$ cat config.mk
export PLATFORM = sky130hd
export DESIGN_NAME = branch_unit
export DESIGN_NICKNAME = d
export VERILOG_FILES = /design/src/common/exe_pkg.sv /design/src/verilog/branch_unit.sv
export SDC_FILE = /design/constraint.sdc
export NUM_CORES = 1
export LEC_CHECK = 0
export BUFFER_PORTS_ARGS = -buffer_cell sky130_fd_sc_hd__buf_4
export CAP_MARGIN = 20
export CORE_ASPECT_RATIO = 0.9
export CORE_MARGIN = 2
export CORE_UTILIZATION = 40
export DETAILED_ROUTE_END_ITERATION = 10
export PLACE_DENSITY = 0.66
export SYNTH_ARGS = -nofsm -noshare
export SYNTH_HDL_FRONTEND = slang
export SYNTH_SLANG_ARGS = --single-unit
$ cat constraint.sdc
create_clock -name vclk -period 7.51
set_input_delay 0.751 -clock vclk [all_inputs]
set_output_delay 0.751 -clock vclk [all_outputs]
set_load 0.02 [all_outputs]
$ cat src/common/exe_pkg.sv
package exe_pkg;

    // ----------------------------------------
    // Widths and latencies
    // ----------------------------------------

    // Integer data width
    localparam int XLEN = 64;

    // Cycles from a multiplier request to its result
    localparam int MUL_LATENCY = 2;

    // Quotient bits found per division, one per cycle
    localparam int DIV_STEPS = 64;

    // Width of the divider step counter
    localparam int DIV_CNT_W = $clog2(DIV_STEPS);

    // ----------------------------------------
    // Basic types
    // ----------------------------------------

    typedef logic [XLEN-1:0] bus64_t;
    typedef logic [XLEN-1:0] addr_pc_t;
    typedef logic [4:0]      reg_t;

    // Functional unit that executes the instruction
    typedef enum logic [2:0] {
        UNIT_ALU,
        UNIT_MUL,
        UNIT_DIV,
        UNIT_BRANCH,
        UNIT_SYSTEM
    } unit_e;

    // Operation, grouped by the unit that runs it
    typedef enum logic [4:0] {
        // ALU
        ADD, SUB, AND, OR, XOR,
        SLL, SRL, SRA, SLT, SLTU,
        // Multiplier
        MUL, MULH, MULHSU, MULHU,
        // Divider
        DIV, DIVU, REM, REMU,
        // Branch unit
        BEQ, BNE, BLT, BGE, BLTU, BGEU,
        JAL, JALR
    } instr_type_e;

    // ----------------------------------------
    // Pipeline packets
    // ----------------------------------------

    // Decoded instruction
    typedef struct packed {
        logic        valid;
        addr_pc_t    pc;
        reg_t        rs1;
        reg_t        rs2;
        reg_t        rd;
        bus64_t      imm;
        logic        use_pc;
        logic        use_imm;
        unit_e       unit;
        instr_type_e instr_type;
    } exe_instr_t;

    // From register read, with operand values
    typedef struct packed {
        exe_instr_t instr;
        bus64_t     data_rs1;
        bus64_t     data_rs2;
    } rr_exe_instr_t;

    // Forwarding from write-back
    typedef struct packed {
        logic   valid;
        reg_t   rd;
        bus64_t data;
    } wb_exe_instr_t;

    // Result toward write-back
    typedef struct packed {
        logic     valid;
        reg_t     rd;
        bus64_t   result_rd;
        addr_pc_t result_pc;
        logic     branch_taken;
    } exe_wb_instr_t;

endpackage
$ cat src/verilog/branch_unit.sv
`timescale 1ns/1ps

module branch_unit import exe_pkg::*; (
    input  instr_type_e instr_type_i,
    input  addr_pc_t    pc_i,
    input  bus64_t      rs1_i,
    input  bus64_t      rs2_i,
    input  bus64_t      imm_i,
    output logic        taken_o,
    output addr_pc_t    next_pc_o,
    output bus64_t      link_o
);

    addr_pc_t target;
    addr_pc_t pc_plus4;
    addr_pc_t jalr_sum;
    logic     is_jump;

    assign pc_plus4 = pc_i + XLEN'(4);
    assign jalr_sum = rs1_i + imm_i;
    assign is_jump  = (instr_type_i == JAL) || (instr_type_i == JALR);

    // JALR target drops bit 0
    assign target = (instr_type_i == JALR) ? {jalr_sum[XLEN-1:1], 1'b0}
                                           : pc_i + imm_i;

    // Condition evaluation
    always_comb begin
        case (instr_type_i)
            BEQ:       taken_o = (rs1_i == rs2_i);
            BNE:       taken_o = (rs1_i != rs2_i);
            BLT:       taken_o = ($signed(rs1_i) <  $signed(rs2_i));
            BGE:       taken_o = ($signed(rs1_i) >= $signed(rs2_i));
            BLTU:      taken_o = (rs1_i <  rs2_i);
            BGEU:      taken_o = (rs1_i >= rs2_i);
            JAL, JALR: taken_o = 1'b1;
            default:   taken_o = 1'b0;
        endcase
    end

    assign next_pc_o = taken_o ? target : pc_plus4;

    // Return address for jumps only
    assign link_o = is_jump ? pc_plus4 : '0;

endmodule

Word-level counts from Yosys, hierarchy flattened
Cells that the tools add are included.
{"block": "totals", "input_bits": 261, "output_inout_bits": 129, "reg_bits": 0, "elab_cells": 23}
{"block": "classes", "addsub": 3, "reduce_logical": 2, "n_eq_ne": 10, "n_mux": 4, "magnitude_cmp": 4}
{"operator": "2-to-1 mux 64 bit", "count": 3}
{"operator": "adder 64 bit", "count": 2}
{"operator": "greater-or-equal comparator 64 bit", "count": 2}
{"operator": "less-than comparator 64 bit", "count": 2}
{"operator": "adder 64 x 3 -> 64 bit, second input constant", "count": 1}
{"operator": "== test 64 bit", "count": 1}
{"operator": "inequality test 64 bit", "count": 1}
{"operator": "== test 5 bit, second input constant", "count": 8}
{"operator": "one-hot mux 1 bit (7 select lines)", "count": 1}
{"operator": "OR reduction 2 bit", "count": 1}
{"operator": "logical OR 1 bit", "count": 1}

Longest topological paths before layout
{"block": "logic_depth", "ltp_word": 4, "depth_mapped": 16, "depth_no_buf": 15}

Worst setup path before layout
No wires, ideal clock.
{"block": "synth_path", "path_type": "input-to-output", "start": "in pc_i[0]", "end": "out next_pc_o[34]", "n_path_buf": 0, "arrival_time_ns": 3.954, "setup_slack_ns": 2.805, "t_required_ns": 6.759, "path_stages": 15, "cell_sequence": "ha_1 inv_1 fa_1 nand2b_1 a21oi_1 o31a_1 a221oi_4 o31ai_1 o21a_1 nor2_1 o21ai_1 a21oi_1 nor3_1 nor4_1 o41ai_1"}
{"block": "synth_between", "elab_chain_len": 3, "elab_cells_between_ends": 4, "cone_classes": "add/sub: 2; mux: 2"}
{"item": "from (decl)", "line": "branch_unit.sv:5", "text": "input addr_pc_t pc_i,"}
{"item": "adder 64 bit", "line": "branch_unit.sv:25", "text": ": pc_i + imm_i;"}
{"item": "2-to-1 mux 64 bit", "line": "branch_unit.sv:24", "text": "assign target = (instr_type_i == JALR) ? {jalr_sum[XLEN-1:1], 1'b0}"}
{"item": "2-to-1 mux 64 bit (*)", "line": "branch_unit.sv:41", "text": "assign next_pc_o = taken_o ? target : pc_plus4;"}
{"item": "to (decl)", "line": "branch_unit.sv:10", "text": "output addr_pc_t next_pc_o,"}
Every way passes the cells marked *; elsewhere a longest branch is shown, timed or not.

Final worst setup path
{"block": "layout_path", "start": "in rs1_i[14]", "end": "out next_pc_o[27]"}
{"block": "layout_between", "elab_chain_len": 3, "elab_cells_between_ends": 10, "cone_classes": "add/sub: 1; order compare: 4; eq/ne: 2; mux: 3"}
{"item": "from (decl)", "line": "branch_unit.sv:6", "text": "input bus64_t rs1_i,"}
{"item": "greater-or-equal comparator 64 bit, or another cell as far along", "line": "branch_unit.sv:35", "text": "BGEU: taken_o = (rs1_i >= rs2_i);"}
{"item": "one-hot mux 1 bit (7 select lines) or 2-to-1 mux 64 bit (tied branches)", "line": "branch_unit.sv:29, branch_unit.sv:24"}
{"item": "2-to-1 mux 64 bit (*)", "line": "branch_unit.sv:41"}
Marked as above.

==> results_dict.tcl <==
set metrics [dict create \
    min_period_ns 6.32 \
    portBuffers 390 \
    ys_seq_area_share_pct 0 \
    tightest_slew_ns 1.06 \
    seq_cell_count 0 \
    cp_cell_sequence "buf_4 > ha_1 > a21oi_1 > nand2_1 > a21oi_1 > nor4b_1 > o32ai_1 > or4_1 > a21o_1 > nand3_1 > and2_4 > inv_1 > o21ai_0 > buf_4" \
    ant_nets 0 \
    cp-end-kind "primary output" \
    synth_nets 2206 \
    wirelength_um 52100 \
    peakVddDrop_uv 32.8 \
    dp.final_hpwl_um 44600 \
    clkbuf_count 0 \
    yosysWarningCount 0 \
    viasPerCell 6.06 \
    die_area_sq_um 30000 \
    p_leak_nw 7.00 \
    max_freq_ghz 0.158 \
    initial_utilization_pct 40.8 \
    fin_crit_sh_pct 84.1 \
    n_antenna_cell 0 \
    num_rows 58 \
    hp-class "in -> out" \
    worst_slack_ns 1.19 \
    post_cts.repair.setup_buffers 0 \
    grt_pass1_wl_um 78100 \
    final.setup.tns_ns 0 \
    status "finished clean" \
    drive_gt1_share_pct 20.7 \
    slowest_delay_ns 0.89 \
    synth_top_area_share_pct 20.7 \
    slew_viol_final 0 \
    cp-start-kind "input pin" \
    hold_buffers 0 \
    cp.arrival_ns 5.57 \
    wl_per_cell_um 21.4 \
    syn_inst 1753 \
    rsz0062_at_grt "no" \
    timing.max_cap.violations 0 \
    place_congestion 0.997 \
    synth_most_common_cell "a21oi_1" \
    critPathMaxFanout 65 \
    maxSlewHeadroom_pct 28.6 \
    grtUsageTotal_pct 32.8 \
    fillCellCount 2930 \
    fin_nets 2524 \
    post-route-util_pct 52.0 \
    synth_area_leader_cell "ha_1" \
    cp_slowest_cell "nor4b_1" \
    num_vias 14717 \
    pwr_density_cell_nw_per_um2 83.5 \
    crit_type "in -> out" \
    setup_viol 0 \
    dieWidth_um 182 \
    io_pins 390 \
    synth.distinct_cells 77 \
    required_ns 6.76 \
    place_ws_ns 1.43 \
    ctsResizeCount 0 \
    area_delta_synth_final_pct 27.3 \
    antenna_found_initial 0 \
    hold_violations 0 \
    drcViolationCount 0 \
    netlist_area_sq_um 11500 \
    drt_pass1_iterations 5 \
    grt_max_degree 66 \
    synth_area_leaders "ha_1 (21%), a21oi_1 (9.3%), xor2_1 (7.3%)" \
    first_global_vias 13795 \
    gr-total-overflow 0 \
    detail_route.iter0.violations 1293 \
    die_y_um 165 \
    regArea_sq_um 0 \
    coreArea_sq_um 28100 \
    synth_common_cells "a21oi_1 (212), nor2_1 (208), ha_1 (190)" \
    avgSynthCellArea_sq_um 6.54 \
]
## metal layers
| layer | part of all wire, % | vias up | global-route usage [%] |
|---|---|---|---|
| met2 | 45 | 661 | 54.9 |
| li1 | - | 7096 | - |
| met5 | 0 | - | 0 |
| met1 | 46 | 6898 | 46.5 |
| met3 | 6.9 | 62 | 2.58 |
| met4 | 1.7 | 0 | 5.35 |
## cells by family after synthesis
kind of cell	share of synthesized area [%]
AO/OA/AOI/OAI	33.5
AND/OR/NAND/NOR	25.4
buffers and inverters	5.98
multiplexers	0.524
adder cells (fa/ha/maj)	21.1
XOR/XNOR	13.4
## power by group
group / internal, mW / total [mW] / switching [mW]
Sequential: 0 / 0 / 0
Clock: 0 / 0 / 0
Combinational: 0.501 / 1.22 / 0.718
## critical path: cells and delay by family
family / cells / cell delay, ns
simple gates: 5 / 2.27
buf+inv: 3 / 0.91
compound gates: 5 / 1.30
fa+ha+maj: 1 / 0.32
## layout make-up
class              count  area [sq um]  share of cell area, %
inverters             96           360                   2.47
repair buffers       397          2980                   20.4
well taps            360           450                   3.09
multi-input cells   1576         10800                   74.0
## metrics by stage
stage          hold slack [ns]  cell area (sq um)  power (mW)  cells
4_1_cts                   1.84              14600        1.20   2429
6_report                  1.84              14600        1.22   2429
3_3_place_gp              1.83              14600        1.19   2428
5_1_grt                   1.85              14600        1.32   2429
3_5_place_dp              1.83              14600        1.19   2429
2_1_floorplan             1.58              11500       0.755   1753
## layout by cell type, fill, tap and decap left out, types with 52 or more instances in the layout
cell / count
a211oi_1: 52
inv_1: 96
xnor2_1: 80
ha_1: 190
nand4_1: 73
xor2_1: 96
nor2_1: 207
nand2_1: 140
o21ai_0: 81
buf_4: 396
a21o_1: 79
a21oi_1: 212
## final timing paths
| kind | start | endpoint | slack (ns) | depth (start not counted) |
|---|---|---|---|---|
| setup / recovery | rs1_i[14] | next_pc_o[27] | 1.19 | 14 |
| hold / removal | pc_i[2] | link_o[2] | 1.84 | 3 |
Power figures use the tool's default switching activity.
