==> src/common/exe_pkg.sv <==
package exe_pkg;

    // ----------------------------------------
    // Widths and latencies
    // ----------------------------------------

    // Integer data width
    localparam int XLEN = 64;

    // Cycles from a multiplier request to its result
    localparam int MUL_LATENCY = 2;

    // Quotient bits found per division, one per cycle
    localparam int DIV_STEPS = 64;

    // Width of the divider step counter
    localparam int DIV_CNT_W = $clog2(DIV_STEPS);

    // ----------------------------------------
    // Basic types
    // ----------------------------------------

    typedef logic [XLEN-1:0] bus64_t;
    typedef logic [XLEN-1:0] addr_pc_t;
    typedef logic [4:0]      reg_t;

    // Functional unit that executes the instruction
    typedef enum logic [2:0] {
        UNIT_ALU,
        UNIT_MUL,
        UNIT_DIV,
        UNIT_BRANCH,
        UNIT_SYSTEM
    } unit_e;

    // Operation, grouped by the unit that runs it
    typedef enum logic [4:0] {
        // ALU
        ADD, SUB, AND, OR, XOR,
        SLL, SRL, SRA, SLT, SLTU,
        // Multiplier
        MUL, MULH, MULHSU, MULHU,
        // Divider
        DIV, DIVU, REM, REMU,
        // Branch unit
        BEQ, BNE, BLT, BGE, BLTU, BGEU,
        JAL, JALR
    } instr_type_e;

    // ----------------------------------------
    // Pipeline packets
    // ----------------------------------------

    // Decoded instruction
    typedef struct packed {
        logic        valid;
        addr_pc_t    pc;
        reg_t        rs1;
        reg_t        rs2;
        reg_t        rd;
        bus64_t      imm;
        logic        use_pc;
        logic        use_imm;
        unit_e       unit;
        instr_type_e instr_type;
    } exe_instr_t;

    // From register read, with operand values
    typedef struct packed {
        exe_instr_t instr;
        bus64_t     data_rs1;
        bus64_t     data_rs2;
    } rr_exe_instr_t;

    // Forwarding from write-back
    typedef struct packed {
        logic   valid;
        reg_t   rd;
        bus64_t data;
    } wb_exe_instr_t;

    // Result toward write-back
    typedef struct packed {
        logic     valid;
        reg_t     rd;
        bus64_t   result_rd;
        addr_pc_t result_pc;
        logic     branch_taken;
    } exe_wb_instr_t;

endpackage
==> src/verilog/alu.sv <==
`timescale 1ns/1ps

module alu import exe_pkg::*; (
    input  bus64_t      src1_i,
    input  bus64_t      src2_i,
    input  instr_type_e instr_type_i,
    output bus64_t      result_o
);

    logic [5:0] shamt;
    logic       lt_signed;
    logic       lt_unsigned;

    // Only the low six bits count for 64-bit shifts
    assign shamt = src2_i[5:0];

    assign lt_signed   = $signed(src1_i) < $signed(src2_i);
    assign lt_unsigned = src1_i < src2_i;

    always_comb begin
        case (instr_type_i)
            ADD: begin
                result_o = src1_i + src2_i;
            end
            SUB: begin
                result_o = src1_i - src2_i;
            end
            AND: begin
                result_o = src1_i & src2_i;
            end
            OR: begin
                result_o = src1_i | src2_i;
            end
            XOR: begin
                result_o = src1_i ^ src2_i;
            end
            SLL: begin
                result_o = src1_i << shamt;
            end
            SRL: begin
                result_o = src1_i >> shamt;
            end
            SRA: begin
                result_o = bus64_t'($signed(src1_i) >>> shamt);
            end
            SLT: begin
                result_o = {{(XLEN-1){1'b0}}, lt_signed};
            end
            SLTU: begin
                result_o = {{(XLEN-1){1'b0}}, lt_unsigned};
            end
            // Operations of the other units
            default: begin
                result_o = '0;
            end
        endcase
    end

endmodule

==> config.mk <==
export PLATFORM = sky130hd
export DESIGN_NAME = alu
export DESIGN_NICKNAME = d
export VERILOG_FILES = /design/src/common/exe_pkg.sv /design/src/verilog/alu.sv
export SDC_FILE = /design/constraint.sdc
export NUM_CORES = 1
export LEC_CHECK = 0
export ABC_AREA = 1
export BUFFER_PORTS_ARGS = -buffer_cell sky130_fd_sc_hd__buf_4
export CAP_MARGIN = 20
export CORE_ASPECT_RATIO = 1.5
export CORE_UTILIZATION = 60
export DETAILED_ROUTE_END_ITERATION = 6
export PLACE_DENSITY = 0.84
export SLEW_MARGIN = 15
export SYNTH_ARGS = -nofsm -noshare
export SYNTH_HDL_FRONTEND = slang
export SYNTH_SLANG_ARGS = --single-unit
==> constraint.sdc <==
create_clock -name vclk -period 6.8
set_input_delay 0.68 -clock vclk [all_inputs]
set_output_delay 0.68 -clock vclk [all_outputs]
set_load 0.05 [all_outputs]
==> key figures, run 1 <==
Global routing
  – First-pass GRT wire length: 211000 µm
  – Largest net degree at the start of global routing: 87
  – Vias in the first global route: 33900
  – Total track usage: 0.715
  – Global route total overflow: 21

Die
  – Initial cell density of the core: 0.609
  – Die Wd: 163 µm
  – I/O pin cnt: 197
  – Rows: slightly below 90
  – Die Span Y: 244 µm

Yosys
  – Avg Cell Area, Syn: 4.62 µm²
  – Cell type with the highest aggregate area in the netlist: nand2_1
  – Synth area leaders: nand2_1 30%, nand3_1 22%, inv_1 13%
  – Cell variety after synth: 46
  – Seq/Total Area, Yosys: 0
  – Top cell type's share of synthesized area: 0.301
  – Number of synthesis warnings: 0
  – Count leader, synth: nand2_1
  – Mapped Area: 23500 µm²
  – Synth Net Count: between 5000 and 6000
  – Mapped Cells: 5081
  – Top cells by count, synth: 1883 x nand2_1, 1015 x nand3_1, 795 x inv_1, 360 x nor2_1

Status
  – Status: aborted with a tool error
  – Error: [ERROR GRT-0116] Global routing finished with congestion. Check the congestion regions in the DRC Viewer.
  – Failed at: 5_1_grt

Placed design
  – Dpl cell area: 24700 µm²
  – Dpl hpwl: 107000 µm
  – IO Port Bufs: just under 200
  – GP Congestion: 1.24
  – Worst slack, placed: 1830 ps

Clock tree
  – Post-CTS Setup Inserts: 0
  – # resized after CTS: 0
  – Hold-fix buffers, CTS: 0
-- cell families after synthesis --
family | Yosys count | share of synthesized area
buf+inv | 1039 | 0.175
simple gates | 3429 | 0.620
xor+xnor | 2 | 0.000746
mux | 3 | 0.00128
fa+ha+maj | 197 | 0.106
compound gates | 411 | 0.0969
-- per-layer routing --
| layer | GRT usage | overflow |
|---|---|---|
| met5 | 0.182 | 0 |
| met4 | 0.718 | 9 |
| met3 | 0.492 | 0 |
| met2 | 0.917 | 12 |
| met1 | 0.726 | 0 |
-- stage by stage --
stage	cells	util
4_1_cts	5573	0.642
3_5_place_dp	5573	0.642
3_3_place_gp	5572	0.642
2_1_floorplan	5081	-
==> inputs of run 2 (changes only) <==
--- a/config.mk
+++ b/config.mk
@@ -8,10 +8,9 @@
 export ABC_AREA = 1
 export BUFFER_PORTS_ARGS = -buffer_cell sky130_fd_sc_hd__buf_4
 export CAP_MARGIN = 20
-export CORE_ASPECT_RATIO = 1.5
-export CORE_UTILIZATION = 60
+export CORE_UTILIZATION = 40
 export DETAILED_ROUTE_END_ITERATION = 6
-export PLACE_DENSITY = 0.84
+export PLACE_DENSITY_LB_ADDON = 0.15
 export SLEW_MARGIN = 15
 export SYNTH_ARGS = -nofsm -noshare
 export SYNTH_HDL_FRONTEND = slang
==> run 2 against run 1 <==
The run now ends clean. Synthesized cell count unchanged. Synthesized area unchanged.
==> key figures, run 2 <==
Status
  – Status: complete, no violations

Die
  – I/O pin cnt: slightly below 200
  – Die area: roughly 60000 µm²
  – Core area: 57800 µm²
  – Initial cell density of the core: 0.406
  – Rows: about 90
  – Die Span Y: 244 µm
  – Die Wd: 244 µm

Critical path
  – Worst-path cell chain: buf_4 > inv_4 > buf_4 > nand3_1 > nand3_1 > nand3_1 > a21oi_1 > o21ai_0 > nor2_1 > nand3_1 > buf_4
  – Critical path's slowest cell: buf_4
  – Critical Path Most Common Cell: nand3_1
  – Path type of the worst setup path: in2out
  – Worst Setup Start Kind: primary input
  – Crit path max fanout: 73
  – Top delay family on crit path: buffers and inverters
  – Crit path required time: 6120 ps
  – CP arrival: 4470 ps
  – CP Capture Type: primary output
  – Critical path buffers and inverters: 4
  – Crit-path max cell delay: 730 ps
  – CP Launch Point: src2_i[1]

Placed design
  – IO Port Bufs: 197
  – GP Congestion: about 1.1
  – Dpl hpwl: between 100000 and 150000 µm
  – Dpl cells: just under 6000
  – Dpl cell area: 25100 µm²

Yosys
  – Number of synthesis warnings: 0
  – Avg Cell Area, Syn: 4.62 µm²
  – Cell type with the highest aggregate area in the netlist: nand2_1
  – Post-Synth Simple-Gate Area: 0.620
  – Cell variety after synth: 46
  – Seq/Total Area, Yosys: 0
  – Mapped Cells: 5081
  – Synth Net Count: 5411
  – Mapped Area: 23500 µm²
  – XOR/XNOR Fraction of Synth Area: 0.000746
  – Synth area leaders: nand2_1 30%, nand3_1 22%, inv_1 13%
  – Top cell type's share of synthesized area: 0.301
  – Top cells by count, synth: 1883 x nand2_1, 1015 x nand3_1, 795 x inv_1, 360 x nor2_1
  – Count leader, synth: nand2_1
  – Post-synthesis mux area share: 0.00128
  – Share of the synthesized area in compound gates (AO/OA/AOI/OAI): 0.0969
  – Largest family of logic cells by synthesized area: simple AND/OR/NAND/NOR gates
  – Area share of fa/ha/maj cells after synthesis: 0.106

Final layout
  – Final nets: 5412
  – Flip-flop and latch count: 0
  – Syn-to-layout area delta: 6.88%
  – Clock buffer count: 0
  – Fraction of layout cells with a size suffix above 1: 0.0528
  – Most common cell after layout, fill and taps aside: nand2_1
  – Finished Layout Cells: 5847
  – Register area: 0 µm²
  – Post-Layout Inst Area: 25100 µm²
  – Most frequent cells in the layout: 1883 x nand2_1, 1014 x nand3_1, 793 x inv_1

Timing
  – Pins Over Slew Limit: 0
  – Fin crit share: 0.758
  – Fmax: 194 MHz
  – Hold slack: 1970 ps
  – Final min period: slightly above 5000 ps
  – RSZ-0062 raised after global routing: false
  – Final setup vio count: 0
  – Final Hold Vio Count: 0
  – Worst rel slew slack: 0.290
  – Worst-margin pin slew: 1060 ps
  – Setup TNS: 0 ps

Drt
  – Vias: 34200
  – DR iter-0 viols: 5280
  – Wire per inst: 24.6 µm
  – First-pass detailed-route iteration total: 7
  – Drt total wl: 144000 µm
  – DR vias/cell: 5.85
  – Routed Antenna Nets: 0
  – DR DRC count: 0

Run
  – Total of max-cap violations: 0

Power
  – Worst vdd ir: 0.0626 mV
  – PD cells: a little under 90 nW/µm²
  – Power Total: 2.17 mW
  – P_leak: 15.1 nW

Min path
  – Tightest Hold Check Type: in2out
  – Hold path start: instr_type_i[4]
  – Worst hold stages: 5
  – Hold path endpoint: result_o[0]

Global routing
  – Initial antenna violation count: 1
  – Largest net degree at the start of global routing: 97
  – Total track usage: 0.463
  – Global route total overflow: 0
  – First-pass GRT wire length: 203000 µm
  – Vias in the first global route: 29500

Clock tree
  – Post-CTS Setup Inserts: 0
  – # resized after CTS: 0
  – Hold-fix buffers, CTS: 0
==> run 2: cell counts after synthesis <==
No cell type changed its count.
==> run 2: where the power goes <==
group          leakage, nW   internal, mW  switching (mW)
Clock            0.0000157  0.00000000898               0
Sequential               0              0               0
Combinational         15.1          0.565            1.61
==> run 2: worst min-delay path: stages <==
cell,delay [ps]
buf_4,100
nor3_1,90
nand3_1,100
nand2_1,100
buf_4,210
==> run 2: logic make-up (layout without fill, tap and decap cells) <==
group                      count (synthesis)  in the layout
buffers and inverters                   1039           1038
AOI/OAI and AO/OA                        411            411
muxes                                      3              3
adders and majority gates                197            197
other                                      0              2
xor gates and xnor gates                   2              2
and+or+nand+nor                         3429           3429
==> run 2: per-stage QoR <==
stage	worst slack, ps	utilization
2_1_floorplan	2840	-
3_3_place_gp	1880	0.434
5_1_grt	1600	0.434
3_5_place_dp	1900	0.434
6_report	1650	0.434
4_1_cts	1900	0.434
==> run 2: layout make-up <==
type	count	area, µm²
inverter	815	3070
antenna	2	5.00
multi-input combinational	4042	19400
timing repair buffer	223	1670
tap	765	957
fill	7095	32700
==> run 2: worst max path at each step <==
stage	endpoint	depth (start not counted)
after floorplan	result_o[34]	17
after global placement	result_o[39]	16
after detailed placement	result_o[39]	15
after CTS	result_o[39]	16
after global routing	result_o[39]	16
final	result_o[28]	11
==> run 2: routing by layer <==
metal  GRT usage  vias up  wire length (µm)
met5      0.0139        -               128
met4       0.279        4             10600
met3      0.0983      359             18500
met2       0.667     2554             57100
met1       0.623    15200             57700
li1            -    16100                 -
Note: power is estimated with default switching activity, not from simulation.
